$ cat config.mk
export PLATFORM = sky130hd
export DESIGN_NAME = axi_slave_port
export DESIGN_NICKNAME = d
export VERILOG_FILES = /design/src/source/axi_port_pkg.sv /design/src/source/axi_chan_fifo.sv /design/src/source/axi_slave_port.sv
export VERILOG_INCLUDE_DIRS = /design/src /design/src/include
export SDC_FILE = /design/constraint.sdc
export NUM_CORES = 1
export LEC_CHECK = 0
export BUFFER_PORTS_ARGS = -buffer_cell sky130_fd_sc_hd__buf_2
export CORE_MARGIN = 2
export CORE_UTILIZATION = 38
export DETAILED_ROUTE_END_ITERATION = 8
export GPL_ROUTABILITY_DRIVEN = 1
export PLACE_DENSITY_LB_ADDON = 0.3
export SETUP_SLACK_MARGIN = 0.3
export SYNTH_ARGS = -nofsm -noshare
export SYNTH_HDL_FRONTEND = slang
export SYNTH_SLANG_ARGS = --single-unit
$ cat constraint.sdc
create_clock -name i_aclk -period 7.5 [get_ports i_aclk]
set_input_delay 1.875 -clock i_aclk [delete_from_list [all_inputs] [get_ports i_aclk]]
set_output_delay 1.875 -clock i_aclk [all_outputs]
set_load 0.05 [all_outputs]
$ cat src/include/axi_port_cfg.svh
// Build-time sizes for the AXI slave port stage
// Included by the channel word package and by the top level
`ifndef AXI_PORT_CFG_SVH
`define AXI_PORT_CFG_SVH

////////////////////////////////////////////////////////////////////////////
// Bus widths
////////////////////////////////////////////////////////////////////////////

// Byte address toward the external slave
`define AXI_PORT_ADDR_W 16

// Data path width, strobe width follows as one bit per byte
`define AXI_PORT_DATA_W 32

// Transaction ID as seen by the slave
`define AXI_PORT_ID_W 4

////////////////////////////////////////////////////////////////////////////
// Buffering
////////////////////////////////////////////////////////////////////////////

// Requests the slave may hold open, sets the AW, AR and B FIFO depth
`define AXI_PORT_OSTD_NUM 4

// Beats per outstanding request
// W and R FIFOs hold OSTD_NUM times this many beats
`define AXI_PORT_OSTD_SIZE 4

`endif

$ cat src/source/axi_port_pkg.sv
// Channel word layouts carried between the switch side and the slave port
// Also holds the FIFO pointer sizing helpers
`default_nettype none

`include "axi_port_cfg.svh"

package axi_port_pkg;

    ////////////////////////////////////////////////////////////////////////////
    // Channel words
    ////////////////////////////////////////////////////////////////////////////

    // Address request, shared by AW and AR
    typedef struct packed {
        logic [`AXI_PORT_ID_W-1:0]   id;
        logic [2:0]                  prot;
        logic [7:0]                  len;
        logic [`AXI_PORT_ADDR_W-1:0] addr;
    } aw_req_t;

    // Write beat with full strobe
    typedef struct packed {
        logic                          last;
        logic [`AXI_PORT_DATA_W/8-1:0] strb;
        logic [`AXI_PORT_DATA_W-1:0]   data;
    } w_beat_t;

    // Write response
    typedef struct packed {
        logic [`AXI_PORT_ID_W-1:0] id;
        logic [1:0]                resp;
    } b_resp_t;

    // Read beat, id sits in the low bits
    typedef struct packed {
        logic                        last;
        logic [1:0]                  resp;
        logic [`AXI_PORT_DATA_W-1:0] data;
        logic [`AXI_PORT_ID_W-1:0]   id;
    } r_beat_t;

    ////////////////////////////////////////////////////////////////////////////
    // FIFO sizing
    ////////////////////////////////////////////////////////////////////////////

    // Index bits into the storage array
    function automatic int fifo_addr_w(input int depth);
        return (depth < 2) ? 1 : $clog2(depth);
    endfunction

    // Pointer bits, one wrap bit above the index
    function automatic int fifo_ptr_w(input int depth);
        return fifo_addr_w(depth) + 1;
    endfunction

endpackage

`default_nettype wire

$ cat src/source/axi_chan_fifo.sv
// Single-clock FIFO for one AXI channel, registered output, no fall-through
// Ready upstream is the inverse of o_full, valid downstream the inverse of o_empty
`default_nettype none

module axi_chan_fifo #(
    // Number of entries, power of 2 and at least 2
    parameter int DEPTH = 4,
    // Bits per entry
    parameter int WIDTH = 8
) (
    input  wire logic             i_aclk,
    input  wire logic             i_rst_n,
    input  wire logic             i_srst,
    // Write side
    input  wire logic             i_push,
    input  wire logic [WIDTH-1:0] i_data,
    output logic                  o_full,
    // Read side
    input  wire logic             i_pull,
    output logic                  o_empty,
    output logic      [WIDTH-1:0] o_data
);

    localparam int AW = axi_port_pkg::fifo_addr_w(DEPTH);
    localparam int PW = axi_port_pkg::fifo_ptr_w(DEPTH);

    ////////////////////////////////////////////////////////////////////////////
    // Declarations
    ////////////////////////////////////////////////////////////////////////////

    logic [WIDTH-1:0] mem [DEPTH];

    logic [PW-1:0] wr_ptr;
    logic [PW-1:0] rd_ptr;
    logic [PW-1:0] level;

    logic do_push;
    logic do_pull;

    ////////////////////////////////////////////////////////////////////////////
    // Status
    ////////////////////////////////////////////////////////////////////////////

    // Same index, wrap bits differ
    assign o_full = (wr_ptr[AW] != rd_ptr[AW]) &&
                    (wr_ptr[AW-1:0] == rd_ptr[AW-1:0]);

    assign o_empty = (wr_ptr == rd_ptr);

    assign level = wr_ptr - rd_ptr;

    // A full FIFO still takes a push when the head leaves in the same cycle
    assign do_pull = i_pull & ~o_empty;
    assign do_push = i_push & (~o_full | do_pull);

    ////////////////////////////////////////////////////////////////////////////
    // Pointers
    ////////////////////////////////////////////////////////////////////////////

    always_ff @(posedge i_aclk or negedge i_rst_n) begin
        if (!i_rst_n) begin
            wr_ptr <= '0;
            rd_ptr <= '0;
        end else if (i_srst) begin
            wr_ptr <= '0;
            rd_ptr <= '0;
        end else begin
            if (do_push) begin
                wr_ptr <= wr_ptr + 1'b1;
            end
            if (do_pull) begin
                rd_ptr <= rd_ptr + 1'b1;
            end
        end
    end

    ////////////////////////////////////////////////////////////////////////////
    // Storage
    ////////////////////////////////////////////////////////////////////////////

    always_ff @(posedge i_aclk) begin
        if (do_push) begin
            mem[wr_ptr[AW-1:0]] <= i_data;
        end
    end

    // Head entry, becomes visible the cycle after it was written
    assign o_data = mem[rd_ptr[AW-1:0]];

    ////////////////////////////////////////////////////////////////////////////
    // Checks
    ////////////////////////////////////////////////////////////////////////////

    a_full_empty: assert property (
        @(posedge i_aclk) disable iff (!i_rst_n)
        !(o_full && o_empty)
    ) else $error("FIFO reports full and empty at once");

    // Wrap bit keeps the distance within one lap
    a_occupancy: assert property (
        @(posedge i_aclk) disable iff (!i_rst_n)
        level <= DEPTH
    ) else $error("FIFO holds %0d entries, depth is %0d", level, DEPTH);

endmodule

`default_nettype wire

$ cat src/source/axi_slave_port.sv
// Buffered slave-side port of the AXI crossbar, one FIFO per channel
// Switch side moves channel structs, slave side uses flat restricted-AXI4 signals
`default_nettype none

`include "axi_port_cfg.svh"

module axi_slave_port (
    input  wire logic                            i_aclk,
    input  wire logic                            i_rst_n,
    input  wire logic                            i_srst,

    // Switch side, write address
    input  wire logic                            i_s_awvalid,
    output logic                                 o_s_awready,
    input  wire axi_port_pkg::aw_req_t           i_s_aw,
    // Switch side, write data
    input  wire logic                            i_s_wvalid,
    output logic                                 o_s_wready,
    input  wire axi_port_pkg::w_beat_t           i_s_w,
    // Switch side, write response
    output logic                                 o_s_bvalid,
    input  wire logic                            i_s_bready,
    output axi_port_pkg::b_resp_t                o_s_b,
    // Switch side, read address
    input  wire logic                            i_s_arvalid,
    output logic                                 o_s_arready,
    input  wire axi_port_pkg::aw_req_t           i_s_ar,
    // Switch side, read data
    output logic                                 o_s_rvalid,
    input  wire logic                            i_s_rready,
    output axi_port_pkg::r_beat_t                o_s_r,

    // Slave side, write address
    output logic                                 o_m_awvalid,
    input  wire logic                            i_m_awready,
    output logic      [`AXI_PORT_ADDR_W-1:0]     o_m_awaddr,
    output logic      [7:0]                      o_m_awlen,
    output logic      [2:0]                      o_m_awprot,
    output logic      [`AXI_PORT_ID_W-1:0]       o_m_awid,
    // Slave side, write data
    output logic                                 o_m_wvalid,
    input  wire logic                            i_m_wready,
    output logic                                 o_m_wlast,
    output logic      [`AXI_PORT_DATA_W-1:0]     o_m_wdata,
    output logic      [`AXI_PORT_DATA_W/8-1:0]   o_m_wstrb,
    // Slave side, write response
    input  wire logic                            i_m_bvalid,
    output logic                                 o_m_bready,
    input  wire logic [`AXI_PORT_ID_W-1:0]       i_m_bid,
    input  wire logic [1:0]                      i_m_bresp,
    // Slave side, read address
    output logic                                 o_m_arvalid,
    input  wire logic                            i_m_arready,
    output logic      [`AXI_PORT_ADDR_W-1:0]     o_m_araddr,
    output logic      [7:0]                      o_m_arlen,
    output logic      [2:0]                      o_m_arprot,
    output logic      [`AXI_PORT_ID_W-1:0]       o_m_arid,
    // Slave side, read data
    input  wire logic                            i_m_rvalid,
    output logic                                 o_m_rready,
    input  wire logic [`AXI_PORT_ID_W-1:0]       i_m_rid,
    input  wire logic [1:0]                      i_m_rresp,
    input  wire logic [`AXI_PORT_DATA_W-1:0]     i_m_rdata,
    input  wire logic                            i_m_rlast
);

    // One entry per outstanding request on AW, AR and B
    localparam int REQ_DEPTH  = `AXI_PORT_OSTD_NUM;
    // Every beat of every outstanding request on W and R
    localparam int BEAT_DEPTH = `AXI_PORT_OSTD_NUM * `AXI_PORT_OSTD_SIZE;

    ////////////////////////////////////////////////////////////////////////////
    // Declarations
    ////////////////////////////////////////////////////////////////////////////

    logic aw_full;
    logic aw_empty;
    logic w_full;
    logic w_empty;
    logic b_full;
    logic b_empty;
    logic ar_full;
    logic ar_empty;
    logic r_full;
    logic r_empty;

    axi_port_pkg::aw_req_t aw_q;
    axi_port_pkg::w_beat_t w_q;
    axi_port_pkg::b_resp_t b_d;
    axi_port_pkg::aw_req_t ar_q;
    axi_port_pkg::r_beat_t r_d;

    ////////////////////////////////////////////////////////////////////////////
    // Write address channel
    ////////////////////////////////////////////////////////////////////////////

    axi_chan_fifo #(
        .DEPTH (REQ_DEPTH),
        .WIDTH ($bits(axi_port_pkg::aw_req_t))
    ) u_aw_fifo (
        .i_aclk  (i_aclk),
        .i_rst_n (i_rst_n),
        .i_srst  (i_srst),
        .i_push  (i_s_awvalid & o_s_awready),
        .i_data  (i_s_aw),
        .o_full  (aw_full),
        .i_pull  (i_m_awready),
        .o_empty (aw_empty),
        .o_data  (aw_q)
    );

    assign o_s_awready = ~aw_full;
    assign o_m_awvalid = ~aw_empty;

    assign o_m_awid   = aw_q.id;
    assign o_m_awprot = aw_q.prot;
    assign o_m_awlen  = aw_q.len;
    assign o_m_awaddr = aw_q.addr;

    ////////////////////////////////////////////////////////////////////////////
    // Write data channel
    ////////////////////////////////////////////////////////////////////////////

    axi_chan_fifo #(
        .DEPTH (BEAT_DEPTH),
        .WIDTH ($bits(axi_port_pkg::w_beat_t))
    ) u_w_fifo (
        .i_aclk  (i_aclk),
        .i_rst_n (i_rst_n),
        .i_srst  (i_srst),
        .i_push  (i_s_wvalid & o_s_wready),
        .i_data  (i_s_w),
        .o_full  (w_full),
        .i_pull  (i_m_wready),
        .o_empty (w_empty),
        .o_data  (w_q)
    );

    assign o_s_wready = ~w_full;
    assign o_m_wvalid = ~w_empty;

    assign o_m_wlast = w_q.last;
    assign o_m_wstrb = w_q.strb;
    assign o_m_wdata = w_q.data;

    ////////////////////////////////////////////////////////////////////////////
    // Write response channel
    ////////////////////////////////////////////////////////////////////////////

    assign b_d.id   = i_m_bid;
    assign b_d.resp = i_m_bresp;

    axi_chan_fifo #(
        .DEPTH (REQ_DEPTH),
        .WIDTH ($bits(axi_port_pkg::b_resp_t))
    ) u_b_fifo (
        .i_aclk  (i_aclk),
        .i_rst_n (i_rst_n),
        .i_srst  (i_srst),
        .i_push  (i_m_bvalid & o_m_bready),
        .i_data  (b_d),
        .o_full  (b_full),
        .i_pull  (i_s_bready),
        .o_empty (b_empty),
        .o_data  (o_s_b)
    );

    assign o_m_bready = ~b_full;
    assign o_s_bvalid = ~b_empty;

    ////////////////////////////////////////////////////////////////////////////
    // Read address channel
    ////////////////////////////////////////////////////////////////////////////

    axi_chan_fifo #(
        .DEPTH (REQ_DEPTH),
        .WIDTH ($bits(axi_port_pkg::aw_req_t))
    ) u_ar_fifo (
        .i_aclk  (i_aclk),
        .i_rst_n (i_rst_n),
        .i_srst  (i_srst),
        .i_push  (i_s_arvalid & o_s_arready),
        .i_data  (i_s_ar),
        .o_full  (ar_full),
        .i_pull  (i_m_arready),
        .o_empty (ar_empty),
        .o_data  (ar_q)
    );

    assign o_s_arready = ~ar_full;
    assign o_m_arvalid = ~ar_empty;

    assign o_m_arid   = ar_q.id;
    assign o_m_arprot = ar_q.prot;
    assign o_m_arlen  = ar_q.len;
    assign o_m_araddr = ar_q.addr;

    ////////////////////////////////////////////////////////////////////////////
    // Read data channel
    ////////////////////////////////////////////////////////////////////////////

    assign r_d.last = i_m_rlast;
    assign r_d.resp = i_m_rresp;
    assign r_d.data = i_m_rdata;
    assign r_d.id   = i_m_rid;

    axi_chan_fifo #(
        .DEPTH (BEAT_DEPTH),
        .WIDTH ($bits(axi_port_pkg::r_beat_t))
    ) u_r_fifo (
        .i_aclk  (i_aclk),
        .i_rst_n (i_rst_n),
        .i_srst  (i_srst),
        .i_push  (i_m_rvalid & o_m_rready),
        .i_data  (r_d),
        .o_full  (r_full),
        .i_pull  (i_s_rready),
        .o_empty (r_empty),
        .o_data  (o_s_r)
    );

    assign o_m_rready = ~r_full;
    assign o_s_rvalid = ~r_empty;

    ////////////////////////////////////////////////////////////////////////////
    // Slave-side handshake checks
    ////////////////////////////////////////////////////////////////////////////

    // A stalled request must wait unchanged for the slave
    a_aw_hold: assert property (
        @(posedge i_aclk) disable iff (!i_rst_n)
        o_m_awvalid && !i_m_awready && !i_srst |=> o_m_awvalid && $stable(aw_q)
    ) else $error("AW request changed before the slave accepted it");

    a_w_hold: assert property (
        @(posedge i_aclk) disable iff (!i_rst_n)
        o_m_wvalid && !i_m_wready && !i_srst |=> o_m_wvalid && $stable(w_q)
    ) else $error("W beat changed before the slave accepted it");

endmodule

`default_nettype wire

-- Word level (Yosys, flattened, before mapping)
Memory sizes are Yosys's and may differ from the RTL's.
Index checks and enable logic that the tools add are counted.
- add/sub/neg operators: 10
- multiply operators: 0
- div/mod/pow operators: 0
- $lt $le $gt $ge: 0
- eq/ne operators: 15
- shift-type cells: 0
- mux-type cells: 30
- bitwise gates (word level): 30
- reduce and logical (&&, ||, !) cells: 15
- operators by type and width (cell ; number):
    5-bit 2-to-1 mux ; 8
    3-bit 2-to-1 mux ; 12
    5-bit by 1-bit adder with 5-bit output (second input constant) ; 4
    2-bit nonzero test ; 10
    3-bit by 1-bit adder with 3-bit output (second input constant) ; 6
    1-bit AND ; 15
    5-bit == test ; 2
    1-bit 2-to-1 mux ; 10
    1-bit inverter ; 10
    3-bit == test ; 3
    4-bit == test ; 2
    2-bit == test ; 3
    1-bit logical AND ; 5
    1-bit != test ; 5
    1-bit bitwise OR ; 5
- register bits: 38
- latch bits: 0
- memory bits (writable): 1488
- ROM bits: 0
- output and inout bits: 154
- word-level logic and storage cells: 115
- memories: 5
- memory list (memory ; words ; width ; read ports ; clocked after Yosys merged registers in ; write ports ; line ; text):
    u_r_fifo.mem ; 16 ; 39 ; 1 ; 0 ; 1 ; axi_chan_fifo.sv:31 ; logic [WIDTH-1:0] mem [DEPTH];
    u_w_fifo.mem ; 16 ; 37 ; 1 ; 0 ; 1 ; axi_chan_fifo.sv:31 ;
    u_ar_fifo.mem ; 4 ; 31 ; 1 ; 0 ; 1 ; axi_chan_fifo.sv:31 ;
    u_aw_fifo.mem ; 4 ; 31 ; 1 ; 0 ; 1 ; axi_chan_fifo.sv:31 ;
    u_b_fifo.mem ; 4 ; 6 ; 1 ; 0 ; 1 ; axi_chan_fifo.sv:31 ;

-- Logic depth before layout (Yosys ltp)
Gate-level depths: netlist (run 1).
- depth in word-level cells: 7
- mapped depth: 7

-- Modules after synthesis
From an unflattened synthesis (run 1), not the netlist that was laid out.
- cell total of the unflattened synthesis: 2378
- area, all modules: 58662.5 µm²
- by module, submodules not included (module ; times used ; cells an instance ; area each (µm²)):
    axi_chan_fifo at u_r_fifo ; 1 ; 948 ; 24192.0
    axi_chan_fifo at u_w_fifo ; 1 ; 903 ; 22947.0
    axi_chan_fifo at u_ar_fifo ... ; 2 ; 215 ; 5019.8
    axi_chan_fifo at u_b_fifo ; 1 ; 82 ; 1415.1
    axi_slave_port ; 1 ; 15 ; 68.8

-- Worst setup path after synthesis (run 1)
OpenSTA, ideal clock, no wires.
- kind: input-to-reg
- start: in i_m_rvalid
- end: reg u_r_fifo.wr_ptr[4]
- library setup time: 0.128 ns
- arrival time: 4.404 ns
- required time: 7.372 ns
- path slack: 2.968 ns
- stages on the path: 3
- buffers on the path: 0
- path through: nand4_1 a21oi_1 mux2_2
- word-level cells in the longest chain between the ends: 3
- RTL lines (element ; line ; text):
    start, declared ; axi_slave_port.sv:59 ; input wire logic i_m_rvalid,
    1-bit AND ; axi_slave_port.sv:214 ; .i_push (i_m_rvalid & o_m_rready),
    1-bit AND ; axi_chan_fifo.sv:54 ; assign do_push = i_push & (~o_full | do_pull);
    2-bit nonzero test (no source line) ; - ;
    end signal, assigned ; axi_chan_fifo.sv:69 ; wr_ptr <= wr_ptr + 1'b1;
    end, declared ; axi_chan_fifo.sv:33 ; logic [PW-1:0] wr_ptr;
No other way between the ends.
A chain may end at the register's enable or synchronous reset.

==> results_dict.tcl, run 1 <==
set metrics [dict create \
    outcome "finished, final reports clean" \
    ctsHoldBuffers 0 \
    routed_wl_mm 130 \
    vias 25876 \
    required_ns 5.62 \
    final_util 0.442 \
    drive_gt1_frac 0.374 \
    clockPowerShare 0.380 \
    post_cts_resize_count 0 \
    io_buffers 310 \
    final_common_cell "edfxtp_1" \
    hold_class "flip-flop to flip-flop" \
    synth_edf_count 1488 \
    finalHoldViolCount 0 \
    numCtsBuffers 157 \
    drv_cap 0 \
    die_w_um 396 \
    clock-sinks 1526 \
    firstDrtPassIters 5 \
    combPwrFrac 0.142 \
    drcViolationCount 0 \
    post-dp-hpwl_mm 69.4 \
    core_sq_um 152000 \
    async_reset_ff_frac 0.0249 \
    fin_crit_sh 0.749 \
    die_h_um 396 \
    ys_types 42 \
    slew_headroom 0.266 \
    dp_worst_setup_slack_ns 2.60 \
    floorplan.initialDensity 0.383 \
    ys_ff_latch 1526 \
    fin_setup_tns_ns 0 \
    rows 143 \
    max_freq_mhz 178 \
    yosysSeqAreaShare 0.782 \
    via_per_inst 5.29 \
    period_minus_slack_ns 5.62 \
    rsz0062_at_grt "false" \
    grt.overflow.total 0 \
    critPathLaunchType "flip-flop" \
    power_density_nw_per_um2 300 \
    tightest_slew_ns 1.10 \
    postRouteAntennaNets 0 \
    io_pins 311 \
    final.setup.worst_slack_ns 1.88 \
    clk_pin_slew_ns 0.06 \
    crit_arrival_ns 3.75 \
    routabilityCongestion 0.721 \
    syn_to_final_growth_pct 15.5 \
    tritoncts "built" \
    critPathMaxFanout 96 \
    power_uw 20200 \
    grt_pass1_wl_mm 188 \
    p_int_uw 15000 \
    netlist_area_sq_um 58300 \
    synth_top_flop_cell "edfxtp_1" \
    dieArea_sq_um 157000 \
    hold_slack_ns 0.617 \
    sequentialPowerShare 0.478 \
    cts_root_buf "clkbuf_16" \
    grt.total_usage 0.166 \
    synthesis.nets 2539 \
    clock_skew_ns 0.0402 \
    avgRoutedWirePerCell_um 26.5 \
    end_kind "primary output" \
    yosysWarnings 0 \
    swShare 0.256 \
    layout_common_cells "edfxtp_1, mux4_2, buf_2" \
    avgSynthCellArea_sq_um 24.7 \
    netlist_instances 2357 \
    h-tree-depth 4 \
    fin_nets 2915 \
    grt_max_degree 157 \
    drt_first_iter_violations 2159 \
    antenna_found_initial 33 \
    slew_violations 0 \
    vdd_drop_max_uv 282 \
    setup_violations 0 \
    grt_pass1_vias 27752 \
    switching_power_uw 5190 \
    clock_latency_ns 0.78 \
    post_cts_buffers 0 \
    cellLeakagePower_uw 0.0211 \
    clock_path_buffers 3 \
    crit_type "flip-flop to primary output" \
]
## layer usage
layer,wire (um),vias up,track usage,part of all wire
li1,-,10923,-,-
met1,50800,13969,0.203,0.39
met2,67500,731,0.288,0.52
met3,7970,227,0.0421,0.062
met4,3110,26,0.0533,0.024
met5,184,-,0,0.0014
## worst paths after layout
kind | cells past startpoint | startpoint | to | slack [ns]
max in group asynchronous | 1 | i_rst_n | u_w_fifo.rd_ptr[3] | 5.48
min in group asynchronous | 1 | i_rst_n | u_ar_fifo.wr_ptr[0] | 1.27
worst max register to register | 5 | u_r_fifo.rd_ptr[0] | u_r_fifo.mem[2][22] | 3.58
worst min-delay path | 2 | u_b_fifo.wr_ptr[2] | u_b_fifo.wr_ptr[2] | 0.62
worst max-delay path | 4 | u_r_fifo.rd_ptr[0] | o_s_r[10] | 1.88
worst min register to register | 2 | u_b_fifo.wr_ptr[2] | u_b_fifo.wr_ptr[2] | 0.62
## final cells by class
class                   count  area [sq um]
multi-input cells         693         12100
fillers                 12672         84900
clock buffers             188          4070
clock inverters            89          1090
flip-flops and latches   1526         45700
inverters                  17          63.8
repair buffers            338          1810
diodes                     13          32.5
well taps                2030          2540
## synth_stat cells, types with 16 or more instances
master       n  area, sq um
buf_2       24          120
buf_6       23          259
clkbuf_1    59          221
dfrtp_1     38          951
edfxtp_1  1488        44700
ha_1        25          313
inv_1       16         60.1
mux4_2     443         9980
nand2_1     18         67.6
nor2_1      37          139
xnor2_1     16          140
xor2_1      20          175
## worst max-delay path, cell delays in order (launching register included)
cell and delay, ns:
dfrtp_4 0.83, buf_12 0.59, mux4_2 0.59, mux4_2 0.52, buf_2 0.24
## metrics by stage
step / area, sq um / instances
after floorplan: 58300 / 2357
after global placement: 62200 / 4604
after detailed placement: 62200 / 4604
after CTS: 67300 / 4881
after global routing: 67300 / 4890
final: 67400 / 4894
## power groups by stage
stage	sequential [uW]	clock [uW]	combinational, uW
floorplan	9760	0	2300
global placement	9850	0	2880
detailed placement	9860	0	2930
CTS	9680	7860	2930
global route	9700	8210	3050
finish	9680	7680	2870
## state kept, by name (all words and copies together), names as in the netlist, 5 cells and up
signal,cells
u_r_fifo.mem,624
u_w_fifo.mem,592
u_ar_fifo.mem,124
u_aw_fifo.mem,124
u_b_fifo.mem,24
u_r_fifo.rd_ptr,5
u_r_fifo.wr_ptr,5
u_w_fifo.rd_ptr,5
u_w_fifo.wr_ptr,5
## cell families after synthesis
logic type	after synthesis	synth area share
simple gates	121	0.0118
fa+ha+maj	25	0.00536
buf+inv	138	0.0127
compound gates	43	0.00547
xor+xnor	36	0.00541
mux	468	0.177
flops	1526	0.782
Note: power is estimated with default switching activity, not from simulation.
==> run 2, diff against run 1 <==
Clock period 7.5 ns to 5.8 ns, I/O delays scaled along.
==> run 2 against run 1 <==
  * Sequential power is 30% higher
  * Setup slack worse by 1.1 ns
  * Clock skew up 0.0079 ns
  * Sequential share of layout area about the same
  * Final area about the same
  * Routed wire length rose by 0.50%
  * Power up 28%
  * Largest cell class unchanged
==> results_dict.tcl, run 2 (synthesis gave the netlist of run 1 again) <==
set metrics [dict create \
    antenna_found_initial 35 \
    postRouteAntennaNets 0 \
    drt_first_iter_violations 1943 \
    crit_arrival_ns 3.55 \
    fin_crit_sh 0.862 \
    grt.overflow.total 0 \
    via_per_inst 5.30 \
    final_common_cell "edfxtp_1" \
    clock_path_buffers 3 \
    routabilityCongestion 0.729 \
    largest_reg_flops 624 \
    critPathMaxFanout 46 \
    slew_headroom 0.268 \
    slowest_stage "dfrtp_4" \
    clock-sinks 1526 \
    max_freq_mhz 200 \
    floorplan.initialDensity 0.383 \
    firstDrtPassIters 6 \
    tritoncts "built" \
    power_uw 25900 \
    use_met3 0.0465 \
    die_w_um 396 \
    grt.total_usage 0.166 \
    syn_to_final_growth_pct 15.4 \
    routed_wl_mm 130 \
    period_minus_slack_ns 5.00 \
    core_sq_um 152000 \
    outcome "finished, final reports clean" \
    clk_pin_slew_ns 0.06 \
    drcViolationCount 0 \
    post_cts_resize_count 0 \
    required_ns 4.35 \
    vias 26028 \
    setup_violations 0 \
    io_buffers 310 \
    post-dp-hpwl_mm 71.3 \
    fin_nets 2927 \
    gr-max-usage-layer "met2" \
    grt_pass1_vias 27696 \
    met1_usage 0.204 \
    h-tree-depth 4 \
    die_h_um 396 \
    critPathLaunchType "flip-flop" \
    use_met2 0.284 \
    finalHoldViolCount 0 \
    crit_chain "buf_12, mux4_2, mux4_2, buf_2" \
    end_kind "primary output" \
    tightest_slew_ns 1.10 \
    drv_cap 0 \
    fin_setup_tns_ns 0 \
    rrSetupSlack_ns 1.84 \
    grt_max_degree 102 \
    crit_type "flip-flop to primary output" \
    cellLeakagePower_uw 0.0211 \
    path_common_cell "mux4_2" \
    io_pins 311 \
    rows 143 \
    slowest_delay_ns 0.96 \
    rsz0062_at_grt "false" \
    ctsHoldBuffers 0 \
    numCtsBuffers 160 \
    slew_violations 0 \
    hold_class "flip-flop to flip-flop" \
    clock_skew_ns 0.0481 \
    power_density_nw_per_um2 385 \
    dieArea_sq_um 157000 \
    drive_gt1_frac 0.371 \
    vdd_drop_max_uv 351 \
    grt_pass1_wl_mm 189 \
    avgRoutedWirePerCell_um 26.5 \
    cts_root_buf "clkbuf_16" \
    post_cts_buffers 0 \
    clock_latency_ns 0.79 \
    layout_common_cells "edfxtp_1, mux4_2, buf_2" \
]
-- run 2: changes by cell type in the layout (fill, tap and decap cells not counted), moves of 3 or more --
cell,previous run,this run
buf_4,24,28
clkinv_1,24,43
clkbuf_16,158,161
bufinv_16,14,7
buf_12,4,9
clkinvlp_4,7,3
inv_6,5,1
inv_16,1,4
diode_2,13,18
-- run 2: worst paths after layout --
kind                                           from             endpoint  cells after the start
worst max-delay path             u_r_fifo.rd_ptr[0]            o_s_r[10]                      4
worst min-delay path            u_ar_fifo.wr_ptr[2]  u_ar_fifo.wr_ptr[2]                      2
worst max register to register   u_r_fifo.rd_ptr[1]  u_r_fifo.mem[0][16]                      5
worst min register to register  u_ar_fifo.wr_ptr[2]  u_ar_fifo.wr_ptr[2]                      2
max in group asynchronous                   i_rst_n   u_w_fifo.rd_ptr[0]                      1
min in group asynchronous                   i_rst_n  u_ar_fifo.wr_ptr[0]                      1
-- run 2: stage by stage --
| step | std cells | hold WS, ns | util | setup slack [ns] | instance area (sq um) |
|---|---|---|---|---|---|
| after global placement | 4613 | 0.579 | 0.409 | 1.58 | 62300 |
| after global routing | 4905 | 0.622 | 0.442 | 0.557 | 67300 |
| final | 4914 | 0.604 | 0.442 | 0.800 | 67300 |
| after CTS | 4896 | 0.616 | 0.442 | 0.646 | 67300 |
| after detailed placement | 4613 | 0.603 | 0.409 | 1.55 | 62300 |
| after floorplan | 2357 | 0.561 | - | 1.69 | 58300 |
-- run 2: cell type report --
| type | instances | area (sq um) |
|---|---|---|
| Antenna cell | 18 | 45.0 |
| Clock buffer | 190 | 4140 |
| Clock inverter | 93 | 871 |
| Fill cell | 12669 | 84900 |
| Inverter | 17 | 63.8 |
| Multi-Input combinational cell | 693 | 12100 |
| Sequential cell | 1526 | 45700 |
| Tap cell | 2030 | 2540 |
| Timing Repair Buffer | 347 | 1940 |
-- run 2: critical path: cells and delay by family, from the launching register on --
family	cells	cell delay, ns
DFF	1	0.96
muxes	2	1.09
buffers and inverters	2	0.63
-- run 2: where the power goes --
part           total, uW  switching, uW  internal [uW]
combinational       3670           2240           1430
clock               9680           4220           5460
sequential         12600            248          12300
-- run 2: layer usage --
metal | vias up | wire length [um] | share of wire
li1 | 10960 | - | -
met1 | 14036 | 50200 | 0.39
met2 | 778 | 67800 | 0.52
met3 | 226 | 9100 | 0.070
met4 | 28 | 3010 | 0.023
met5 | - | 183 | 0.0014
==> run 3, diff against run 2 <==
Settings changed: CORE_ASPECT_RATIO set to 1.4, REMOVE_ABC_BUFFERS set to 1.
==> run 3 against run 2 <==
  * Routed wire length hardly changed
  * Register-to-register slack worse by 0.26 ns
  * Critical path depth stayed put
  * Combinational power hardly changed
  * Setup slack worse by 0.12 ns
  * Clock power is 3.3% lower
  * Clock-buffer cell count is 5 lower
  * Non-clock buffer count is 7 higher
  * Power is 1.3% lower
==> results_dict.tcl, run 3 (synthesis gave the netlist of run 1 again) <==
set metrics [dict create \
    rrSetupSlack_ns 1.58 \
    avgRoutedWirePerCell_um 26.9 \
    combPwrFrac 0.144 \
    reg2reg_depth 6 \
    grt.overflow.total 0 \
    hold_class "flip-flop to flip-flop" \
    clockPowerShare 0.365 \
    postRouteAntennaNets 0 \
    grt_pass1_vias 28030 \
    clock-sinks 1526 \
    drt_first_iter_violations 2300 \
    post_cts_buffers 0 \
    io_pins 311 \
    whs_path_depth 2 \
    required_ns 4.35 \
    reg2reg_to "u_r_fifo.mem[7][5]" \
    cts_root_buf "clkbuf_16" \
    vias 25993 \
    critPathMaxFanout 36 \
    routed_wl_mm 130 \
    die_h_um 468 \
    firstDrtPassIters 5 \
    fin_crit_sh 0.882 \
    post_cts_resize_count 0 \
    numCtsBuffers 146 \
    clk_pin_slew_ns 0.06 \
    largest_reg_flops 624 \
    crit_type "flip-flop to primary output" \
    fin_setup_tns_ns 0 \
    stdcell_area_sq_um 67000 \
    drcViolationCount 0 \
    max_freq_mhz 195 \
    cellLeakagePower_uw 0.0209 \
    dieArea_sq_um 157000 \
    core_sq_um 153000 \
    sequentialPowerShare 0.491 \
    layout_common_cells "edfxtp_1, mux4_2, buf_2" \
    grt_max_degree 70 \
    p_int_uw 19100 \
    io_buffers 310 \
    ctsHoldBuffers 0 \
    slew_headroom 0.284 \
    switching_power_uw 6520 \
    h-tree-depth 4 \
    via_per_inst 5.37 \
    tightest_slew_ns 1.07 \
    vdd_drop_max_uv 312 \
    critPathLaunchType "flip-flop" \
    r2r-start "u_r_fifo.rd_ptr[0]" \
    post-dp-hpwl_mm 73.5 \
    die_w_um 335 \
    drv_cap 0 \
    finalHoldViolCount 0 \
    antenna_found_initial 27 \
    rsz0062_at_grt "false" \
    clock_skew_ns 0.0286 \
    clock_latency_ns 0.78 \
    drive_gt1_frac 0.370 \
    grt.total_usage 0.167 \
    grt_pass1_wl_mm 189 \
    worstHoldStart "u_ar_fifo.wr_ptr[2]" \
    place_area_sq_um 62300 \
    tritoncts "built" \
    syn_to_final_growth_pct 14.8 \
    routabilityCongestion 0.750 \
    fin_nets 2920 \
    outcome "finished, final reports clean" \
    clock_path_buffers 3 \
    period_minus_slack_ns 5.12 \
    crit_arrival_ns 3.67 \
    holdPathEnd "u_ar_fifo.wr_ptr[2]" \
    swShare 0.254 \
    final_common_cell "edfxtp_1" \
    setup_violations 0 \
    end_kind "primary output" \
    slew_violations 0 \
    floorplan.initialDensity 0.381 \
    rows 170 \
    power_density_nw_per_um2 383 \
]
## run 3: cell count changes in the layout (fill, tap and decap cells not counted), moves of 4 or more
cell,delta
bufinv_16,+4
clkinv_1,-14
clkinv_16,-7
clkbuf_16,-9
clkinv_2,-8
clkinvlp_4,+5
clkinv_8,+4
buf_4,+9
diode_2,-8
## run 3: metal layers
| layer | wire length, um | GRT usage | part of all wire | vias to the layer above |
|---|---|---|---|---|
| li1 | - | - | - | 10921 |
| met1 | 48200 | 0.191 | 0.37 | 13966 |
| met2 | 69400 | 0.297 | 0.53 | 790 |
| met3 | 8630 | 0.0449 | 0.066 | 280 |
| met4 | 3850 | 0.0658 | 0.030 | 36 |
| met5 | 234 | 0 | 0.0018 | - |
## run 3: worst max path at each step
stage / from / end
final: u_r_fifo.rd_ptr[0] / o_s_r[10]
after global routing: u_r_fifo.rd_ptr[0] / o_s_r[10]
after CTS: u_r_fifo.rd_ptr[0] / o_s_r[10]
after detailed placement: u_r_fifo.rd_ptr[0] / o_s_r[10]
after global placement: u_r_fifo.rd_ptr[0] / o_s_r[10]
after floorplan: u_r_fifo.rd_ptr[0] / u_r_fifo.wr_ptr[4]
## run 3: worst max-delay path: stages (launching register included)
cell,delay (ns)
dfrtp_4,0.91
buf_4,0.59
mux4_2,0.56
mux4_2,0.57
buf_2,0.25
## run 3: power groups by stage
stage	sequential [uW]	combinational (uW)	clock, uW
floorplan	13000	2800	0
global placement	12800	3690	0
detailed placement	12800	3750	0
CTS	12600	3760	9560
global route	12600	3900	9960
finish	12600	3690	9360
## run 3: stage by stage
stage | utilization | setup slack (ns) | total power (uW) | cells | hold WS [ns]
2_1_floorplan | - | -3.31 | 15800 | 2236 | 0.561
6_report | 0.438 | 0.682 | 25600 | 4839 | 0.605
3_5_place_dp | 0.407 | 1.33 | 16600 | 4568 | 0.585
3_3_place_gp | 0.407 | 1.37 | 16500 | 4568 | 0.578
4_1_cts | 0.438 | 0.472 | 25900 | 4829 | 0.606
5_1_grt | 0.438 | 0.429 | 26500 | 4835 | 0.636
## run 3: final cells by class
cell class | instances | area [sq um]
fillers | 12738 | 86000
flip-flops and latches | 1526 | 45700
multi-input cells | 693 | 12100
clock buffers | 185 | 3950
well taps | 1978 | 2470
repair buffers | 354 | 1970
clock inverters | 76 | 748
inverters | 17 | 63.8
diodes | 10 | 25.0
